`src/wb2sdr_pkg.sv`:
```
// Shared sizes, queue depths and request encodings for the Wishbone to SDRAM bridge
// Imported by the bridge top, the request controller and the testbench

package wb2sdr_pkg;

  // ------------------------------------------------------------------------
  // Default data path sizes
  // ------------------------------------------------------------------------
  localparam int DATA_W = 32;
  localparam int APP_AW = 26;

  // Burst length field towards the controller
  localparam int BL_W = 9;
  // Every request is one transfer
  localparam logic [BL_W-1:0] BURST_LEN_SINGLE = BL_W'(1);

  // ------------------------------------------------------------------------
  // Default queue depths
  // ------------------------------------------------------------------------
  localparam int CMD_DEPTH = 4;
  localparam int WR_DEPTH  = 8;
  localparam int RD_DEPTH  = 4;

  // Request direction, same sense as the active-low write strobe
  typedef enum logic {
    SDR_WRITE = 1'b0,
    SDR_READ  = 1'b1
  } sdr_dir_e;

endpackage

```
`src/fifo_if.sv`:
```
// Push/pop handshake between a queue, its producer and its consumer
// Push only while full is low, pop only while empty is low

interface fifo_if #(
  parameter int W = 8
);

  // Producer side
  logic         push;
  logic [W-1:0] wdata;
  logic         full;

  // Consumer side, rdata always shows the head
  logic         pop;
  logic [W-1:0] rdata;
  logic         empty;

  modport producer (
    output push,
    output wdata,
    input  full
  );

  modport consumer (
    output pop,
    input  rdata,
    input  empty
  );

  // Queue storage itself
  modport fifo (
    input  push,
    input  wdata,
    input  pop,
    output full,
    output rdata,
    output empty
  );

endinterface

```
`src/sync_fifo.sv`:
```
// Show-ahead synchronous FIFO with full and empty flags
// Head entry is visible on rdata with no read latency

module sync_fifo #(
  parameter int W     = 8,
  parameter int DEPTH = 4
) (
  input  logic sdram_clk,
  input  logic wb_clk_i,
  fifo_if.fifo q
);

  // Pointer and occupancy widths
  localparam int PW = (DEPTH > 1) ? $clog2(DEPTH) : 1;
  localparam int CW = $clog2(DEPTH + 1);

  logic [W-1:0]  mem [DEPTH];
  logic [PW-1:0] wr_ptr;
  logic [PW-1:0] rd_ptr;
  logic [CW-1:0] count;

  logic do_push;
  logic do_pop;

  // Requests outside the handshake are ignored
  assign do_push = q.push & ~q.full;
  assign do_pop  = q.pop & ~q.empty;

  // Flags straight from occupancy
  assign q.full  = (count == CW'(DEPTH));
  assign q.empty = (count == '0);

  // Head of queue
  assign q.rdata = mem[rd_ptr];

  // ------------------------------------------------------------------------
  // Storage array
  // ------------------------------------------------------------------------
  always_ff @(posedge sdram_clk) begin
    if (do_push) begin
      mem[wr_ptr] <= q.wdata;
    end
  end

  // ------------------------------------------------------------------------
  // Pointers and occupancy
  // ------------------------------------------------------------------------
  always_ff @(posedge sdram_clk or posedge wb_clk_i) begin
    if (wb_clk_i) begin
      wr_ptr <= '0;
      rd_ptr <= '0;
      count  <= '0;
    end else begin
      // Ring wrap, depth need not be a power of two
      if (do_push) begin
        wr_ptr <= (wr_ptr == PW'(DEPTH - 1)) ? '0 : wr_ptr + 1'b1;
      end
      if (do_pop) begin
        rd_ptr <= (rd_ptr == PW'(DEPTH - 1)) ? '0 : rd_ptr + 1'b1;
      end
      // Simultaneous push and pop keeps count
      case ({do_push, do_pop})
        2'b10:   count <= count + 1'b1;
        2'b01:   count <= count - 1'b1;
        default: count <= count;
      endcase
    end
  end

endmodule

```
`src/wb2sdr_top.sv`:
```
// Wishbone classic to SDRAM controller request bridge
// Three queues carry commands, write data and read data between the two sides

module wb2sdr_top import wb2sdr_pkg::*; #(
  parameter int DW        = DATA_W,
  parameter int AW        = APP_AW,
  parameter int CMD_DEPTH = wb2sdr_pkg::CMD_DEPTH,
  parameter int WR_DEPTH  = wb2sdr_pkg::WR_DEPTH,
  parameter int RD_DEPTH  = wb2sdr_pkg::RD_DEPTH
) (
  input  logic            sdram_clk,
  input  logic            wb_clk_i,

  // Wishbone classic slave
  input  logic            wb_stb_i,
  input  logic            wb_cyc_i,
  input  logic            wb_we_i,
  input  logic [AW-1:0]   wb_addr_i,
  input  logic [DW-1:0]   wb_dat_i,
  input  logic [DW/8-1:0] wb_sel_i,
  output logic            wb_ack_o,
  output logic [DW-1:0]   wb_dat_o,

  // SDRAM controller request handshake
  output logic            sdr_req_o,
  output logic [AW-1:0]   sdr_req_addr_o,
  output logic [BL_W-1:0] sdr_req_len_o,
  output logic            sdr_req_wr_n_o,
  input  logic            sdr_req_ack_i,

  // SDRAM controller data handshake
  output logic [DW/8-1:0] sdr_wr_en_n_o,
  input  logic            sdr_wr_next_i,
  input  logic            sdr_rd_valid_i,
  output logic [DW-1:0]   sdr_wr_data_o,
  input  logic [DW-1:0]   sdr_rd_data_i
);

  // ------------------------------------------------------------------------
  // Queue channels
  // ------------------------------------------------------------------------
  // Direction + address
  fifo_if #(.W(AW + 1))        cmd_if ();
  // Byte mask + data
  fifo_if #(.W(DW + DW / 8))   wr_if ();
  // Read data only
  fifo_if #(.W(DW))            rd_if ();

  // Wishbone side control
  wb_req_ctrl #(
    .DW (DW),
    .AW (AW)
  ) u_req_ctrl (
    .sdram_clk (sdram_clk),
    .wb_clk_i  (wb_clk_i),
    .wb_stb_i  (wb_stb_i),
    .wb_cyc_i  (wb_cyc_i),
    .wb_we_i   (wb_we_i),
    .wb_addr_i (wb_addr_i),
    .wb_dat_i  (wb_dat_i),
    .wb_sel_i  (wb_sel_i),
    .wb_ack_o  (wb_ack_o),
    .wb_dat_o  (wb_dat_o),
    .cmd_q     (cmd_if.producer),
    .wr_q      (wr_if.producer),
    .rd_q      (rd_if.consumer)
  );

  // ------------------------------------------------------------------------
  // Command queue
  // ------------------------------------------------------------------------
  sync_fifo #(.W(AW + 1), .DEPTH(CMD_DEPTH)) u_cmdfifo (
    .sdram_clk (sdram_clk),
    .wb_clk_i  (wb_clk_i),
    .q         (cmd_if.fifo)
  );

  // Request held while anything is queued
  assign sdr_req_o  = ~cmd_if.empty;
  // Controller ack retires the head
  assign cmd_if.pop = sdr_req_ack_i;
  assign {sdr_req_wr_n_o, sdr_req_addr_o} = cmd_if.rdata;

  // Single transfer per request
  assign sdr_req_len_o = BURST_LEN_SINGLE;

  // ------------------------------------------------------------------------
  // Write data queue
  // ------------------------------------------------------------------------
  sync_fifo #(.W(DW + DW / 8), .DEPTH(WR_DEPTH)) u_wrdatafifo (
    .sdram_clk (sdram_clk),
    .wb_clk_i  (wb_clk_i),
    .q         (wr_if.fifo)
  );

  // Next head on controller write strobe
  assign wr_if.pop = sdr_wr_next_i;
  assign {sdr_wr_en_n_o, sdr_wr_data_o} = wr_if.rdata;

  // ------------------------------------------------------------------------
  // Read data queue
  // ------------------------------------------------------------------------
  sync_fifo #(.W(DW), .DEPTH(RD_DEPTH)) u_rddatafifo (
    .sdram_clk (sdram_clk),
    .wb_clk_i  (wb_clk_i),
    .q         (rd_if.fifo)
  );

  // Captured on every controller read strobe
  assign rd_if.push  = sdr_rd_valid_i;
  assign rd_if.wdata = sdr_rd_data_i;

endmodule

```
`src/wb_req_ctrl.sv`:
```
// Wishbone classic slave side of the bridge
// Generates ack, tracks the one outstanding read and drives queue push/pop

module wb_req_ctrl import wb2sdr_pkg::*; #(
  parameter int DW = 32,
  parameter int AW = 26
) (
  input  logic            sdram_clk,
  input  logic            wb_clk_i,

  // Wishbone slave
  input  logic            wb_stb_i,
  input  logic            wb_cyc_i,
  input  logic            wb_we_i,
  input  logic [AW-1:0]   wb_addr_i,
  input  logic [DW-1:0]   wb_dat_i,
  input  logic [DW/8-1:0] wb_sel_i,
  output logic            wb_ack_o,
  output logic [DW-1:0]   wb_dat_o,

  // Queues
  fifo_if.producer        cmd_q,
  fifo_if.producer        wr_q,
  fifo_if.consumer        rd_q
);

  logic     wr_phase;
  logic     rd_phase;
  logic     wr_room;
  logic     wr_accept;
  logic     rd_issue;
  logic     rd_ack;
  logic     pending_read;
  sdr_dir_e req_dir;

  // ------------------------------------------------------------------------
  // Cycle decode
  // ------------------------------------------------------------------------
  assign wr_phase = wb_stb_i & wb_cyc_i & wb_we_i;
  assign rd_phase = wb_stb_i & wb_cyc_i & ~wb_we_i;

  // Write needs a slot in both command and data queues
  assign wr_room   = ~cmd_q.full & ~wr_q.full;
  assign wr_accept = wr_phase & wr_room;

  // Only one read command per Wishbone read
  assign rd_issue = rd_phase & ~cmd_q.full & ~pending_read;

  // Read ends once data is waiting
  assign rd_ack = rd_phase & ~rd_q.empty;

  // Write acked on entry, read acked with data
  assign wb_ack_o = wr_accept | rd_ack;

  // ------------------------------------------------------------------------
  // Command queue push
  // ------------------------------------------------------------------------
  assign req_dir = wb_we_i ? SDR_WRITE : SDR_READ;

  assign cmd_q.push  = wr_accept | rd_issue;
  // Direction bit above address
  assign cmd_q.wdata = {req_dir, wb_addr_i};

  // ------------------------------------------------------------------------
  // Write data queue push
  // ------------------------------------------------------------------------
  assign wr_q.push  = wr_accept;
  // Active-low byte mask above data
  assign wr_q.wdata = {~wb_sel_i, wb_dat_i};

  // ------------------------------------------------------------------------
  // Read data return
  // ------------------------------------------------------------------------
  assign rd_q.pop = rd_ack;
  assign wb_dat_o = rd_q.rdata;

  // Pending read
  // set on read command push, cleared by the read ack
  always_ff @(posedge sdram_clk or posedge wb_clk_i) begin
    if (wb_clk_i) begin
      pending_read <= 1'b0;
    end else if (rd_issue) begin
      pending_read <= 1'b1;
    end else if (rd_ack) begin
      pending_read <= 1'b0;
    end
  end

endmodule
```
`config.mk`:
```
export PLATFORM = sky130hd
export DESIGN_NAME = wb2sdr_top
export DESIGN_NICKNAME = d
export VERILOG_FILES = /design/src/wb2sdr_pkg.sv /design/src/fifo_if.sv /design/src/sync_fifo.sv /design/src/wb2sdr_top.sv /design/src/wb_req_ctrl.sv
export SDC_FILE = /design/constraint.sdc
export NUM_CORES = 1
export LEC_CHECK = 0
export ABC_AREA = 0
export BUFFER_PORTS_ARGS = -buffer_cell sky130_fd_sc_hd__buf_2
export CAP_MARGIN = 20
export CORE_MARGIN = 8
export CORE_UTILIZATION = 45
export CTS_BUF_LIST = sky130_fd_sc_hd__clkbuf_8
export CTS_CLUSTER_DIAMETER = 120
export DETAILED_ROUTE_END_ITERATION = 12
export MAX_ROUTING_LAYER = met4
export SLEW_MARGIN = 30
export SYNTH_ARGS = -nofsm -noshare
export SYNTH_HDL_FRONTEND = slang
export SYNTH_SLANG_ARGS = --single-unit
export TNS_END_PERCENT = 100
```
`constraint.sdc`:
```
create_clock -name sdram_clk -period 5.1 [get_ports sdram_clk]
set_input_delay 0.255 -clock sdram_clk [delete_from_list [all_inputs] [get_ports sdram_clk]]
set_output_delay 0.255 -clock sdram_clk [all_outputs]
set_load 0.03 [all_outputs]
```
Word-level counts from Yosys, hierarchy flattened
Memories as Yosys holds them, arrays and structs flattened. Index checks and enable logic that the tools add are counted.

Bitwise gates (word level): 25. Shift-type cells: 0. Equality and inequality tests: 15. Mux-type cells: 18. $add $sub $neg: 12. Reductions and logical operators: 7. Divide/modulo/power cells: 0. $lt $le $gt $ge: 0. $mul: 0.

Operator list (count): $and A1 B1 Y1 (14); $eq A2 B2 Y1 const B (7); $add A3 B1 Y3 const B (4); $eq A3 B3 Y1 const B (4); $pmux W3 S2 (2); $mux W1 (9); $add A2 B1 Y2 const B (4); $mux W2 (4); $not A1 Y1 (8); $pmux W4 S2 (1); $reduce_bool A2 Y1 (4); $eq A2 B1 Y1 const B (3); $logic_not A3 Y1 (2); $mux W3 (2); $sub A3 B1 Y3 const B (2); $add A4 B1 Y4 const B (1); $eq A4 B4 Y1 const B (1); $logic_not A4 Y1 (1); $not A4 Y4 (1); $sub A4 B1 Y4 const B (1); $or A1 B1 Y1 (2).

Bits in read-only memories: 0. Word-level logic and storage cells: 90. RAM bits: 524. Output and inout bits: 106. Memories: 3. Latch bits: 0. Bits of input ports: 102. Register bits: 25.

Memories: u_wrdatafifo.mem (words 8, bits a word 36, rd ports 1, clocked after memory_dff 0, wr ports 1, RTL line sync_fifo.sv:17) `logic [W-1:0] mem [DEPTH];`; u_rddatafifo.mem (words 4, bits a word 32, rd ports 1, clocked after memory_dff 0, wr ports 1, RTL line sync_fifo.sv:17); u_cmdfifo.mem (words 4, bits a word 27, rd ports 1, clocked after memory_dff 0, wr ports 1, RTL line sync_fifo.sv:17).

Logic depth before layout (Yosys ltp)
Depth after elaboration: 8. Gate-level depth with buffers: 11. Mapped depth without buffers: 10.

By module
From an unflattened synthesis, not the netlist that was laid out.

Cells, all modules: 996. Area, all modules: 21857.2 µm².

Modules (own cells, without submodules): sync_fifo (u_wrdatafifo) (area each 11494.8 µm², instances 1, cells each 484); sync_fifo (u_rddatafifo) (area each 5119.9 µm², instances 1, cells each 209); sync_fifo (u_cmdfifo) (area each 4359.2 µm², instances 1, cells each 182); wb_req_ctrl (area each 804.5 µm², instances 1, cells each 109); wb2sdr_top (area each 78.8 µm², instances 1, cells each 12).

Worst setup path after synthesis
Ideal clock, no wire load.

Kind: register to register. From: register u_wrdatafifo.count[3]. To: memory u_wrdatafifo.mem[0][0] in the netlist's numbering, enable pin. Clock period less this slack: 4.333 ns. Setup slack: 0.767 ns. Arrival: 3.859 ns. Cell stages (with the launch flop): 6. Cell sequence: dfrtp_1 nor4b_2 or4_1 buf_2 nand2b_1 nor3_1.

Cells in the longest elaborated chain, start to end: 7.

RTL lines: from (decl) (RTL line sync_fifo.sv:20) `logic [CW-1:0] count;`; from (signal assigned) (RTL line sync_fifo.sv:63) `2'b10: count <= count + 1'b1;`; from (signal assigned) (RTL line sync_fifo.sv:64) `2'b01: count <= count - 1'b1;`; from (signal assigned) (RTL line sync_fifo.sv:65) `default: count <= count;`; $eq A4 B4 Y1 * (RTL line sync_fifo.sv:30) `assign q.full = (count == CW'(DEPTH));`; $not A1 Y1 * (RTL line sync_fifo.sv:26, wb_req_ctrl.sv:43); $and A1 B1 Y1 (RTL line wb_req_ctrl.sv:43) `assign wr_room = ~cmd_q.full & ~wr_q.full;`; $and A1 B1 Y1 (RTL line wb_req_ctrl.sv:44) `assign wr_accept = wr_phase & wr_room;`; $and A1 B1 Y1 * (RTL line sync_fifo.sv:26) `assign do_push = q.push & ~q.full;`; $mux W1 * (RTL line sync_fifo.sv:40) `if (do_push) begin`; $mux W1 (not written as such) * (RTL line sync_fifo.sv:41) `mem[wr_ptr] <= q.wdata;`; to (decl) (RTL line sync_fifo.sv:17).

Every way passes the cells marked *; elsewhere a longest branch is shown, timed or not.

Final worst setup path
From: register u_wrdatafifo.rd_ptr[0]. To: output sdr_wr_en_n_o[2].

Cells in the longest elaborated chain, start to end: 1.

RTL lines: from (decl) (RTL line sync_fifo.sv:19) `logic [PW-1:0] rd_ptr;`; from (signal assigned) (RTL line sync_fifo.sv:59) `rd_ptr <= (rd_ptr == PW'(DEPTH - 1)) ? '0 : rd_ptr + 1'b1;`; $mem_v2 Z8 W36; to (decl) (RTL line wb2sdr_top.sv:32) `output logic [DW/8-1:0] sdr_wr_en_n_o,`.

No other way between the ends.

==> impl_metrics.toml <==
[run_status]
status = "completed"

[synth]
ys_ff_latch = 549
syn_inst = 899
synth_commonest_cells = "524 x edfxtp_1, 131 x mux4_2, 42 x mux2_2, 25 x dfrtp_1, 23 x inv_1"
synth_ff_type = "edfxtp_1"
yosys.area.top_type = "edfxtp_1"
yosysMostFrequentCell = "edfxtp_1"
synth_edf_count = 524
synth_warnings = 0
yosysTopAreaCellShare_pct = 75.3
synth.area.top_cells = "edfxtp_1 75%, mux4_2 14%, dfrtp_1 3.0%"
ys_types = 36
async_reset_ff_share_pct = 4.55
syn_area_per_cell_um2 = 23.2
yosysSeqAreaShare_pct = 78.3
synthesis.area_um2 = 20900

[sta]
fmax_ghz = 0.309
drv_slew = 0
tightest_slew_ps = 905
hold_viol_final = 0
rsz0062_at_grt = "false"
fin_crit_sh_pct = 63.5
setup_tns_ps = 0
timing.slew.headroom_pct = 39.5
period_minus_slack_ps = 3240
finalSetupViolations = 0
skew_ps = 22.9

[place]
placed_area_um2 = 22700
port_buffers = 198
dpl.hpwl_mm = 24.5
gp_congestion = 0.728

[clock_tree]
cts.repair.resized = 0
cts_made_buffers = 89
clk_latency_ps = 660
cts_buffer_depth = 3
cts-root-buf = "clkbuf_8"
clk_pin_slew_worst_paths_ps = 60
h-tree-depth = 3
cts_setup_buffers = 0
cts_tree = "built"
clkSinkCount = 549
ctsHoldBuffers = 97

[detailed_routing]
postRouteAntennaNets = 0
drt_iter0_drc = 606
vias = 9909
avgViaCountPerCell = 5.10
drt_wl_total_mm = 41.1
wl_per_cell_um = 21.2
dr.pass1.iters = 7
drc_errors = 0

[critical_path]
critPathBufInv = 3
worstSetupPathType = "reg -> out"
critPathMaxFanout = 30
cpLargestDelayFamily = "multiplexers"
setup.worst_path.end_class = "primary output"
cp-start-kind = "flip-flop"
crit_arrival_ps = 2980
critPathSlowestCell = "dfrtp_4"
cp_cell_sequence = "buf_16, buf_12, mux4_2, mux2_2, buf_2"
cpPeakStageDelay_ps = 650
required_ps = 4850

[die]
die_height_um = 232
rows = 79
die_w_um = 232
start_util_pct = 45.3
dieArea_um2 = 53600
io_pins = 208
coreArea_um2 = 46200

[final_layout]
nNetsFinal = 1391
post-route-cell-area_um2 = 25300
syn_to_final_growth_pct = 21.1
nFillCells = 3521
drive_gt1_share_pct = 38.8

[power_and_ir_drop]
clockPowerShare_pct = 24.6
p_leak_nw = 8.77
total_power_w = 0.0134
seqPwrFrac_pct = 43.9
power_frac_comb_pct = 31.5
internal_power_w = 0.00887
power.switching_w = 0.00451
power.density_nw_per_um2 = 529
power.share.switching_pct = 33.7
peakVddDrop_mv = 0.320

[global_routing]
antenna_found_initial = 4
grt_pass1_vias = 11000
grtUsageTotal_pct = 16.0
gr-total-overflow = 0
grt_max_degree = 47
grt_pass1_wl_mm = 63.7

[worst_hold_path]
hold_class = "in -> reg"

[run]
max_cap_violations = 0
## sequential cells by signal, summed over array words and instances (netlist names), 3 cells and up
name and count:
u_wrdatafifo.count 4, u_wrdatafifo.mem 288, u_cmdfifo.count 3, u_wrdatafifo.rd_ptr 3
u_wrdatafifo.wr_ptr 3, u_rddatafifo.count 3, u_cmdfifo.mem 108, u_rddatafifo.mem 128
## metrics by stage
step           hold WS (ps)  util [%]  instances  worst slack [ps]
6_report               70.7      54.8       1944              1860
5_1_grt                29.3      54.8       1944              1650
4_1_cts                6.46      54.6       1938              1560
3_5_place_dp            343      49.2       1684              1910
3_3_place_gp            462      49.1       1682              1940
2_1_floorplan           282         -        906               767
## worst register-to-register path: stages, from the launching register on
cell,delay (ps)
dfrtp_1,480
nor4b_2,100
or4_1,710
nand2b_1,380
nor2_4,780
buf_4,350
## logic make-up (layout without fill, tap and decap cells)
kind of cell	count (synthesis)	in the layout	share of synthesized area, %
flops	549	549	78.3
mux	176	176	16.5
buf+inv	69	497	1.51
compound gates	13	13	0.389
other cells	2	12	0.0359
xor+xnor	11	11	0.461
simple gates	58	58	1.47
fa+ha+maj	21	21	1.33
## power groups by stage
| stage | clock (W) | combinational, W | sequential, W |
|---|---|---|---|
| detailed placement | 0 | 0.00415 | 0.00605 |
| floorplan | 0 | 0.00329 | 0.00566 |
| finish | 0.00330 | 0.00422 | 0.00587 |
| CTS | 0.00342 | 0.00423 | 0.00596 |
| global route | 0.00361 | 0.00451 | 0.00594 |
| global placement | 0 | 0.00407 | 0.00607 |
## worst paths after layout
kind / start / slack [ps] / endpoint / depth (start not counted)
max: u_wrdatafifo.rd_ptr[0]$_DFFE_PP0P_ / 1860 / sdr_wr_en_n_o[2] / 5
min: sdr_rd_valid_i / 70 / u_rddatafifo.wr_ptr[1]$_DFFE_PP0P_ / 5
max reg2reg: u_wrdatafifo.count[1]$_DFFE_PP0P_ / 2000 / u_wrdatafifo.mem[4][14]$_DFFE_PP_ / 5
min reg2reg: u_cmdfifo.count[2]$_DFFE_PP0P_ / 490 / u_cmdfifo.count[2]$_DFFE_PP0P_ / 1
max in group asynchronous: wb_clk_i / 4460 / u_wrdatafifo.rd_ptr[1]$_DFFE_PP0P_ / 3
min in group asynchronous: wb_clk_i / 230 / u_rddatafifo.count[0]$_DFFE_PP0P_ / 3
## layout make-up
cell class	instances	area, um^2	share of cell area, %
sequential	549	16400	64.7
multi-input combinational	288	4310	17.0
timing repair buffer	317	2230	8.82
clock buffer	89	1220	4.84
tap	607	759	3.00
clock inverter	68	309	1.22
inverter	23	86.3	0.341
antenna	3	7.51	0.0297
## cell usage in the layout (no fill, tap or decap), types with 3 or more instances in the layout
cell,synthesis,final
a21o_1,3,3
and2_1,5,5
and3_2,0,4
buf_16,0,4
buf_2,16,198
buf_4,10,16
clkbuf_8,0,89
clkinv_1,0,27
clkinv_2,0,6
conb_1,2,9
dfrtp_1,25,20
dfrtp_4,0,4
diode_2,0,3
dlygate4sd3_1,0,97
edfxtp_1,524,524
ha_1,19,19
inv_1,23,50
inv_6,0,3
mux2_2,42,42
mux2i_1,3,3
mux4_2,131,131
nand2_1,17,17
nand2b_1,3,3
nor2_1,12,6
nor2_4,0,6
nor3_1,6,5
o21ai_0,5,5
xnor2_1,3,3
xor2_1,8,8
## layer usage
layer / wire length [um] / GRT usage, %
met5: 0 / -
met4: 926 / 5.25
met3: 1670 / 3.79
met2: 21000 / 26.2
met1: 17500 / 19.7
Note: power is estimated with default switching activity, not from simulation.
